===== config.mk =====
export PLATFORM = sky130hd
export DESIGN_NAME = rv32e_core
export DESIGN_NICKNAME = d
export VERILOG_FILES = /design/src/verilog/isa_pkg.sv /design/src/verilog/core_pkg.sv /design/src/verilog/idu.sv /design/src/verilog/gpr.sv /design/src/verilog/exu.sv /design/src/verilog/wbu.sv /design/src/verilog/rv32e_core.sv
export SDC_FILE = /design/constraint.sdc
export NUM_CORES = 2
export LEC_CHECK = 0
export ABC_AREA = 1
export BUFFER_PORTS_ARGS = -buffer_cell sky130_fd_sc_hd__buf_2
export CAP_MARGIN = 20
export CORE_MARGIN = 2
export CORE_UTILIZATION = 30
export CTS_CLUSTER_DIAMETER = 120
export CTS_CLUSTER_SIZE = 16
export DETAILED_ROUTE_END_ITERATION = 8
export PLACE_DENSITY = 0.54
export REMOVE_ABC_BUFFERS = 1
export SLEW_MARGIN = 20
export SYNTH_ARGS = -nofsm -noshare
export SYNTH_HDL_FRONTEND = slang
export SYNTH_SLANG_ARGS = --single-unit

===== constraint.sdc =====
create_clock -name clk -period 19.74 [get_ports clk]
set_clock_uncertainty 0.2 [all_clocks]
set_input_delay 2.961 -clock clk [delete_from_list [all_inputs] [get_ports clk]]
set_output_delay 2.961 -clock clk [all_outputs]
set_load 0.03 [all_outputs]

===== src/verilog/isa_pkg.sv =====
package isa_pkg;

  // register-register view.
  typedef struct packed {
    logic [6:0] funct7;
    logic [4:0] rs2;
    logic [4:0] rs1;
    logic [2:0] funct3;
    logic [4:0] rd;
    logic [6:0] opcode;
  } r_fmt_t;

  // immediate view, also carries the upper bits of lui.
  typedef struct packed {
    logic [11:0] imm12;
    logic [4:0]  rs1;
    logic [2:0]  funct3;
    logic [4:0]  rd;
    logic [6:0]  opcode;
  } i_fmt_t;

  typedef union packed {
    r_fmt_t r_fmt;
    i_fmt_t i_fmt;
  } inst_u;

  localparam logic [6:0] op_imm    = 7'b0010011;
  localparam logic [6:0] op_reg    = 7'b0110011;
  localparam logic [6:0] op_lui    = 7'b0110111;
  localparam logic [6:0] op_system = 7'b1110011;

  localparam logic [2:0] f3_add   = 3'b000;
  localparam logic [2:0] f3_priv  = 3'b000;
  localparam logic [2:0] f3_csrrw = 3'b001;
  localparam logic [2:0] f3_csrrs = 3'b010;

  localparam logic [6:0] f7_base = 7'b0000000;
  localparam logic [6:0] f7_sub  = 7'b0100000;

  localparam logic [11:0] imm_ecall = 12'h000;
  localparam logic [11:0] imm_mret  = 12'h302;

  localparam logic [11:0] csr_mstatus   = 12'h300;
  localparam logic [11:0] csr_mtvec     = 12'h305;
  localparam logic [11:0] csr_mepc      = 12'h341;
  localparam logic [11:0] csr_mcause    = 12'h342;
  localparam logic [11:0] csr_mvendorid = 12'hf11;
  localparam logic [11:0] csr_marchid   = 12'hf12;

  // mstatus field positions.
  localparam int mstatus_mie    = 3;
  localparam int mstatus_mpie   = 7;
  localparam int mstatus_mpp_lo = 11;

  localparam logic [31:0] mstatus_reset = 32'h0000_1800;
  localparam logic [31:0] mvendorid_val = 32'h7973_7978;
  localparam logic [31:0] marchid_val   = 32'h017d_c685;
  localparam logic [31:0] ecall_cause   = 32'd11;

endpackage


===== src/verilog/core_pkg.sv =====
package core_pkg;

  typedef enum logic [2:0] {
    add,
    sub,
    pass_imm,
    csr_rw,
    csr_rs,
    ecall,
    mret,
    nop
  } alu_op_e;

  // decoded instruction.
  typedef struct packed {
    logic [31:0] pc;
    alu_op_e     alu_op;
    logic [3:0]  rd;
    logic [3:0]  rs1;
    logic [3:0]  rs2;
    logic [31:0] imm;
    logic [11:0] csr_addr;
    logic        use_imm;
  } du_bus_t;

  // operands read from the register file.
  typedef struct packed {
    logic [31:0] src1;
    logic [31:0] src2;
    logic [31:0] csr_data;
  } gu_bus_t;

  typedef struct packed {
    logic [31:0] pc;
    logic [3:0]  rd;
    logic        gpr_wen;
    logic [31:0] gpr_wdata;
    logic        csr_wen;
    logic [11:0] csr_addr;
    logic [31:0] csr_wdata;
    alu_op_e     alu_op;
    logic [31:0] npc;
  } eu_bus_t;

  // state update back into gpr.
  typedef struct packed {
    logic [3:0]  rd;
    logic        gpr_wen;
    logic [31:0] gpr_wdata;
    logic        csr_wen;
    logic [11:0] csr_addr;
    logic [31:0] csr_wdata;
    logic [31:0] pc;
    logic        is_ecall;
    logic        is_mret;
  } wu_bus_t;

  typedef struct packed {
    logic [3:0]  rd;
    logic        gpr_wen;
    logic [31:0] wdata;
    logic [31:0] npc;
  } commit_t;

endpackage


===== src/verilog/idu.sv =====
`timescale 1ns/1ps

module idu (
  input  logic              clk,
  input  logic              rst,
  input  logic              inst_valid,
  input  isa_pkg::inst_u    inst,
  input  logic [31:0]       pc,
  output logic              inst_ready,
  input  logic              commit_done,
  output logic              idu_valid,
  output core_pkg::du_bus_t du_bus
);
  import isa_pkg::*;
  import core_pkg::*;

  logic    busy;
  logic    accept;
  du_bus_t dec;

  assign inst_ready = ~busy;
  assign accept     = inst_valid & ~busy;

  always_comb begin
    dec          = '0;
    dec.pc       = pc;
    dec.alu_op   = nop;
    dec.rd       = inst.i_fmt.rd[3:0];
    dec.rs1      = inst.i_fmt.rs1[3:0];
    dec.imm      = {{20{inst.i_fmt.imm12[11]}}, inst.i_fmt.imm12};
    dec.csr_addr = inst.i_fmt.imm12;
    case (inst.i_fmt.opcode)
      op_imm: begin
        if (inst.i_fmt.funct3 == f3_add) begin
          dec.alu_op  = add;
          dec.use_imm = 1'b1;
        end
      end
      op_reg: begin
        dec.rs2 = inst.r_fmt.rs2[3:0];
        if (inst.r_fmt.funct3 == f3_add && inst.r_fmt.funct7 == f7_base) begin
          dec.alu_op = add;
        end else if (inst.r_fmt.funct3 == f3_add && inst.r_fmt.funct7 == f7_sub) begin
          dec.alu_op = sub;
        end
      end
      op_lui: begin
        dec.alu_op = pass_imm;
        dec.imm    = {inst.i_fmt.imm12, inst.i_fmt.rs1, inst.i_fmt.funct3, 12'h000};
      end
      op_system: begin
        case (inst.i_fmt.funct3)
          f3_csrrw: dec.alu_op = csr_rw;
          f3_csrrs: dec.alu_op = csr_rs;
          f3_priv: begin
            // only the bare encodings count.
            if (inst.i_fmt.rd == 5'd0 && inst.i_fmt.rs1 == 5'd0) begin
              if (inst.i_fmt.imm12 == imm_ecall) begin
                dec.alu_op = ecall;
              end else if (inst.i_fmt.imm12 == imm_mret) begin
                dec.alu_op = mret;
              end
            end
          end
          default: dec.alu_op = nop;
        endcase
      end
      default: dec.alu_op = nop;
    endcase
  end

  // busy from accept until the commit edge.
  always_ff @(posedge clk or posedge rst) begin
    if (rst) begin
      busy      <= 1'b0;
      idu_valid <= 1'b0;
    end else begin
      idu_valid <= accept;
      if (accept) begin
        busy <= 1'b1;
      end else if (commit_done) begin
        busy <= 1'b0;
      end
    end
  end

  always_ff @(posedge clk) begin
    if (accept) begin
      du_bus <= dec;
    end
  end

endmodule


===== src/verilog/gpr.sv =====
`timescale 1ns/1ps

module gpr (
  input  logic              clk,
  input  logic              rst,
  input  core_pkg::du_bus_t du_bus,
  output core_pkg::gu_bus_t gu_bus,
  input  logic              wbu_valid,
  input  core_pkg::wu_bus_t wu_bus
);
  import isa_pkg::*;
  import core_pkg::*;

  logic [31:0] regs [16];
  logic [31:0] mstatus;
  logic [31:0] mtvec;
  logic [31:0] mepc;
  logic [31:0] mcause;
  logic [31:0] csr_rdata;
  logic [31:0] mret_status;

  always_comb begin
    case (du_bus.csr_addr)
      csr_mstatus:   csr_rdata = mstatus;
      csr_mtvec:     csr_rdata = mtvec;
      csr_mepc:      csr_rdata = mepc;
      csr_mcause:    csr_rdata = mcause;
      csr_mvendorid: csr_rdata = mvendorid_val;
      csr_marchid:   csr_rdata = marchid_val;
      default:       csr_rdata = '0;
    endcase
  end

  // trap entry and return read their target pc here.
  always_comb begin
    gu_bus.src1 = regs[du_bus.rs1];
    gu_bus.src2 = regs[du_bus.rs2];
    if (du_bus.alu_op == ecall) begin
      gu_bus.csr_data = mtvec;
    end else if (du_bus.alu_op == mret) begin
      gu_bus.csr_data = mepc;
    end else begin
      gu_bus.csr_data = csr_rdata;
    end
  end

  // mie <= mpie, mpie set, mpp back to user.
  always_comb begin
    mret_status                      = mstatus;
    mret_status[mstatus_mie]         = mstatus[mstatus_mpie];
    mret_status[mstatus_mpie]        = 1'b1;
    mret_status[mstatus_mpp_lo +: 2] = 2'b00;
  end

  always_ff @(posedge clk or posedge rst) begin
    if (rst) begin
      for (int i = 0; i < 16; i++) begin
        regs[i] <= '0;
      end
    end else if (wbu_valid && wu_bus.gpr_wen && wu_bus.rd != 4'd0) begin
      regs[wu_bus.rd] <= wu_bus.gpr_wdata;
    end
  end

  always_ff @(posedge clk or posedge rst) begin
    if (rst) begin
      mstatus <= mstatus_reset;
      mtvec   <= '0;
      mepc    <= '0;
      mcause  <= '0;
    end else if (wbu_valid) begin
      if (wu_bus.is_ecall) begin
        mepc    <= wu_bus.pc;
        mcause  <= ecall_cause;
        mstatus <= mstatus_reset;
      end else if (wu_bus.is_mret) begin
        mstatus <= mret_status;
      end else if (wu_bus.csr_wen) begin
        // read-only and unknown addresses drop the write.
        case (wu_bus.csr_addr)
          csr_mstatus: mstatus <= wu_bus.csr_wdata;
          csr_mtvec:   mtvec   <= wu_bus.csr_wdata;
          csr_mepc:    mepc    <= wu_bus.csr_wdata;
          csr_mcause:  mcause  <= wu_bus.csr_wdata;
          default: ;
        endcase
      end
    end
  end

endmodule


===== src/verilog/exu.sv =====
`timescale 1ns/1ps

module exu (
  input  logic              clk,
  input  logic              rst,
  input  logic              idu_valid,
  input  core_pkg::du_bus_t du_bus,
  input  core_pkg::gu_bus_t gu_bus,
  output logic              exu_valid,
  output core_pkg::eu_bus_t eu_bus
);
  import core_pkg::*;

  logic [31:0] opnd2;
  eu_bus_t     res;

  assign opnd2 = du_bus.use_imm ? du_bus.imm : gu_bus.src2;

  always_comb begin
    res          = '0;
    res.pc       = du_bus.pc;
    res.rd       = du_bus.rd;
    res.alu_op   = du_bus.alu_op;
    res.csr_addr = du_bus.csr_addr;
    res.npc      = du_bus.pc + 32'd4;
    case (du_bus.alu_op)
      add: begin
        res.gpr_wen   = 1'b1;
        res.gpr_wdata = gu_bus.src1 + opnd2;
      end
      sub: begin
        res.gpr_wen   = 1'b1;
        res.gpr_wdata = gu_bus.src1 - opnd2;
      end
      pass_imm: begin
        res.gpr_wen   = 1'b1;
        res.gpr_wdata = du_bus.imm;
      end
      // rd gets the old csr value.
      csr_rw, csr_rs: begin
        res.gpr_wen   = 1'b1;
        res.gpr_wdata = gu_bus.csr_data;
        res.csr_wen   = 1'b1;
        res.csr_wdata = (du_bus.alu_op == csr_rs) ? (gu_bus.csr_data | gu_bus.src1)
                                                  : gu_bus.src1;
      end
      ecall, mret: res.npc = gu_bus.csr_data;
      default: ;
    endcase
  end

  always_ff @(posedge clk or posedge rst) begin
    if (rst) begin
      exu_valid <= 1'b0;
    end else begin
      exu_valid <= idu_valid;
    end
  end

  always_ff @(posedge clk) begin
    if (idu_valid) begin
      eu_bus <= res;
    end
  end

endmodule


===== src/verilog/wbu.sv =====
`timescale 1ns/1ps

module wbu (
  input  logic              clk,
  input  logic              rst,
  input  logic              exu_valid,
  input  core_pkg::eu_bus_t eu_bus,
  output logic              wbu_valid,
  output core_pkg::wu_bus_t wu_bus,
  output core_pkg::commit_t commit
);
  import core_pkg::*;

  eu_bus_t eu_q;
  logic    gpr_wen;

  always_ff @(posedge clk or posedge rst) begin
    if (rst) begin
      wbu_valid <= 1'b0;
    end else begin
      wbu_valid <= exu_valid;
    end
  end

  always_ff @(posedge clk) begin
    if (exu_valid) begin
      eu_q <= eu_bus;
    end
  end

  // x0 is never reported as written.
  assign gpr_wen = eu_q.gpr_wen && (eu_q.rd != 4'd0);

  always_comb begin
    wu_bus.rd        = eu_q.rd;
    wu_bus.gpr_wen   = gpr_wen;
    wu_bus.gpr_wdata = eu_q.gpr_wdata;
    wu_bus.csr_wen   = eu_q.csr_wen;
    wu_bus.csr_addr  = eu_q.csr_addr;
    wu_bus.csr_wdata = eu_q.csr_wdata;
    wu_bus.pc        = eu_q.pc;
    wu_bus.is_ecall  = (eu_q.alu_op == ecall);
    wu_bus.is_mret   = (eu_q.alu_op == mret);
  end

  always_comb begin
    commit.rd      = eu_q.rd;
    commit.gpr_wen = gpr_wen;
    commit.wdata   = gpr_wen ? eu_q.gpr_wdata : '0;
    commit.npc     = eu_q.npc;
  end

endmodule


===== src/verilog/rv32e_core.sv =====
`timescale 1ns/1ps

module rv32e_core (
  input  logic              clk,
  input  logic              rst,
  input  logic              inst_valid,
  input  logic [31:0]       inst,
  input  logic [31:0]       pc,
  output logic              inst_ready,
  output logic              commit_valid,
  output core_pkg::commit_t commit
);
  import core_pkg::*;

  logic    idu_valid;
  logic    exu_valid;
  logic    wbu_valid;
  du_bus_t du_bus;
  gu_bus_t gu_bus;
  eu_bus_t eu_bus;
  wu_bus_t wu_bus;

  idu idu0 (
    .clk        (clk),
    .rst        (rst),
    .inst_valid (inst_valid),
    .inst       (inst),
    .pc         (pc),
    .inst_ready (inst_ready),
    .commit_done(wbu_valid),
    .idu_valid  (idu_valid),
    .du_bus     (du_bus)
  );

  gpr gpr0 (
    .clk      (clk),
    .rst      (rst),
    .du_bus   (du_bus),
    .gu_bus   (gu_bus),
    .wbu_valid(wbu_valid),
    .wu_bus   (wu_bus)
  );

  exu exu0 (
    .clk      (clk),
    .rst      (rst),
    .idu_valid(idu_valid),
    .du_bus   (du_bus),
    .gu_bus   (gu_bus),
    .exu_valid(exu_valid),
    .eu_bus   (eu_bus)
  );

  wbu wbu0 (
    .clk      (clk),
    .rst      (rst),
    .exu_valid(exu_valid),
    .eu_bus   (eu_bus),
    .wbu_valid(wbu_valid),
    .wu_bus   (wu_bus),
    .commit   (commit)
  );

  assign commit_valid = wbu_valid;

endmodule


==> impl_metrics.csv <==
group,metric,value,unit
setup_path,r2r_cells,32,
placement,place_ws,12210,ps
detailed_routing,drc,0,
min_path,hold_depth,0,
clock_network,cts_buffer_depth,3,
detailed_routing,drtAntennaViolNets,0,
synth,synth_top_area_cell,"dfrtp_1",
sta,tns,0,ps
setup_path,end_kind,"flip-flop",
sta,hold_violations,0,
synth,synth_area_per_cell,8.339,sq um
synth,synth_most_common_cell,"nand2_1",
job,cap_violations,0,
setup_path,slowest_stage,"buf_4",
synth,synth_async_sr_flop_share,62.34,%
setup_path,start_kind,"flip-flop",
floorplanning,die_w,420.7,um
global_routing,antenna_found_initial,7,
synth,ys_ff_latch,1033,
detailed_routing,vias_per_cell,5.219,
sta,slew_headroom,26.62,%
sta,drv_slew,0,
synth,synth_edf_count,389,
clock_network,cts_resized,0,
sta,period_needed,6828,ps
sta,setup_ws,12910,ps
setup_path,arrival,7070,ps
detailed_routing,vias,44030,
synth,synth_ff_type,"dfrtp_1",
floorplanning,row_count,152,
setup_path,cpMostUsedCell,"nand2_1",
global_routing,gr-total-overflow,0,
sta,max_slew.worst_pin.slew,1101,ps
run_status,status,"completed",
sta,rsz0062_at_grt,"false",
clock_network,clkTransAtPathRegs,80,ps
layout,layout.nets,6190,
synth,ys_warn_count,0,
setup_path,cp.required,19980,ps
placement,detailed_place.area,54430,sq um
clock_network,cts_max_level,3,
synth,yosysSeqAreaShare,53.36,%
detailed_routing,drt_wl_total,184800,um
layout,final_cells,8438,
floorplanning,core_area,172100,sq um
layout,fin_area,56660,sq um
synth,synth_cells,6248,
detailed_routing,dr.pass1.iters,6,
detailed_routing,drtIter0Drc,4666,
global_routing,grt_pass1_wl,274800,um
sta,max_freq,0.1465,GHz
floorplanning,io_pins,138,
layout,n_fill_cell,18020,
placement,dp_hpwl,116500,um
detailed_routing,wl_per_cell,21.90,um
min_path,min_path_type,"flip-flop to flip-flop",
layout,fin_util,32.92,%
layout,drive_gt1_share,7.148,%
floorplanning,dieArea,177000,sq um
power,ir_worst_vdd,0.05673,mV
floorplanning,initial_core_util,30.27,%
placement,io_buffers,137,
clock_network,cts_root_buf,"clkbuf_16",
setup_path,critPathMaxStageDelay,690,ps
clock_network,numCtsBuffers,76,
setup_path,cp_max_fo,48,
placement,gp_congestion,0.9487,
clock_network,cts_hold_buf,0,
floorplanning,die_y,420.7,um
synth,synthDistinctLibCells,57,
clock_network,insertion_delay,720,ps
synth,synth_top_area_share,30.84,%
synth,synth_commonest_cells,"nand2_1, nand3_1, dfrtp_1",
power,p_leak,0.02329,uW
setup_path,critPathKind,"flip-flop to flip-flop",
clock_network,cts_setup_buffers,0,
clock_network,cts_tree,"built",
layout,area_growth,8.749,%
placement,dp.cells,8310,
synth,synthTopCellsByArea,"dfrtp_1, edfxtp_1, nand2_1",
power,power_density,67.13,nW/um^2
global_routing,grt_pass1_vias,41650,
layout,diodes,0,
global_routing,grt_usage,20.60,%
synth,synthesis.area,52100,sq um
sta,finalCritPeriodShare,34.59,%
clock_network,cts.sinks,1033,
sta,setup_violations,0,
global_routing,grt_start_max_net_pins,169,
[placed cells by master, fill, tap and decap left out, types with 16 or more instances in the layout]
cell / netlist / final
nand3_1: 643 / 642
buf_4: 48 / 86
nand4_1: 20 / 20
or2_2: 27 / 27
nor3_1: 21 / 18
clkinv_1: 27 / 27
xor2_1: 29 / 29
o22ai_1: 37 / 37
buf_2: 67 / 137
nand2_1: 1548 / 1547
inv_1: 446 / 442
clkbuf_16: 0 / 78
xnor2_1: 16 / 16
o221ai_1: 32 / 32
clkbuf_1: 315 / 42
edfxtp_1: 389 / 389
dfrtp_1: 642 / 640
o21ai_0: 631 / 630
nor2_1: 461 / 446
a21oi_1: 473 / 473
a22oi_1: 26 / 26
a31oi_1: 41 / 41
o211ai_1: 72 / 72
mux2_2: 36 / 36
ha_1: 44 / 44
[report_power, final]
group	switching [uW]	internal, uW
Sequential	0	2210
Combinational	38.3	7.35
Clock	801	743
Total	840	2960
[cells by family (layout without fill, tap and decap cells)]
kind of cell               after synthesis  in the layout  synth area share [%]
DFF                                   1033           1033                 53.36
adders and majority gates               45             45                 1.095
xor gates and xnor gates                45             45                0.7565
AOI/OAI and AO/OA                     1361           1361                 14.17
muxes                                   51             51                 1.066
and+or+nand+nor                       2757           2757                 21.95
buffers and inverters                  956            836                 7.606
[layout make-up]
class | instances | area (sq um) | share of cell area, %
multi-input cells | 4259 | 20500 | 36.18
clock buffers | 120 | 2110 | 3.723
flip-flops and latches | 1033 | 27810 | 49.08
well taps | 2310 | 2890 | 5.101
clock inverters | 8 | 108.9 | 0.1921
inverters | 481 | 1831 | 3.231
repair buffers | 227 | 1411 | 2.491
[flip-flops by register name, summed over array words and instances, names as in the netlist]
register,count
idu0.busy,1
wbu0.wbu_valid,1
gpr0.mstatus,32
wbu0.commit,36
gpr0.mcause,32
exu0.eu_bus,149
gpr0.mtvec,32
wbu0.wu_bus,109
idu0.du_bus,91
gpr0.mepc,32
exu0.exu_valid,1
wbu0.eu_q,4
gpr0.regs,512
idu0.idu_valid,1
[path summary, 6_finish.rpt]
check / from / end / slack (ps)
max: idu0.du_bus[46] / exu0.eu_bus[103] / 12910
min: exu0.eu_bus[81] / wbu0.wu_bus[80] / 200
max reg2reg: idu0.du_bus[46] / exu0.eu_bus[103] / 12910
min reg2reg: exu0.eu_bus[81] / wbu0.wu_bus[80] / 200
max in group asynchronous: rst / gpr0.regs[183] / 13160
min in group asynchronous: rst / gpr0.regs[150] / 2220
[worst max-delay path, delay by kind of cell, from the launching register on]
family / cells / cell delay (ps)
xor+xnor: 1 / 160
fa+ha+maj: 1 / 380
simple gates: 22 / 2740
compound gates: 2 / 630
buf+inv: 6 / 1990
flops: 1 / 360
[per-stage QoR]
step / total power, uW / hold WS, ps
final: 3804 / 202.9
after global routing: 3932 / 208.4
after CTS: 3851 / 201.3
after detailed placement: 2307 / 189.0
after global placement: 2307 / 185.2
after floorplan: 2284 / 169.2
[per-layer routing]
layer	global-route usage, %	wire [um]	part of all wire, %	vias up
li1	-	-	-	20510
met1	29.20	81720	44	21460
met2	32.31	84100	46	1748
met3	2.903	12700	6.9	312
met4	6.761	6232	3.4	4
met5	0	27	0.015	-
No activity file was read; power rests on OpenSTA's default activity.
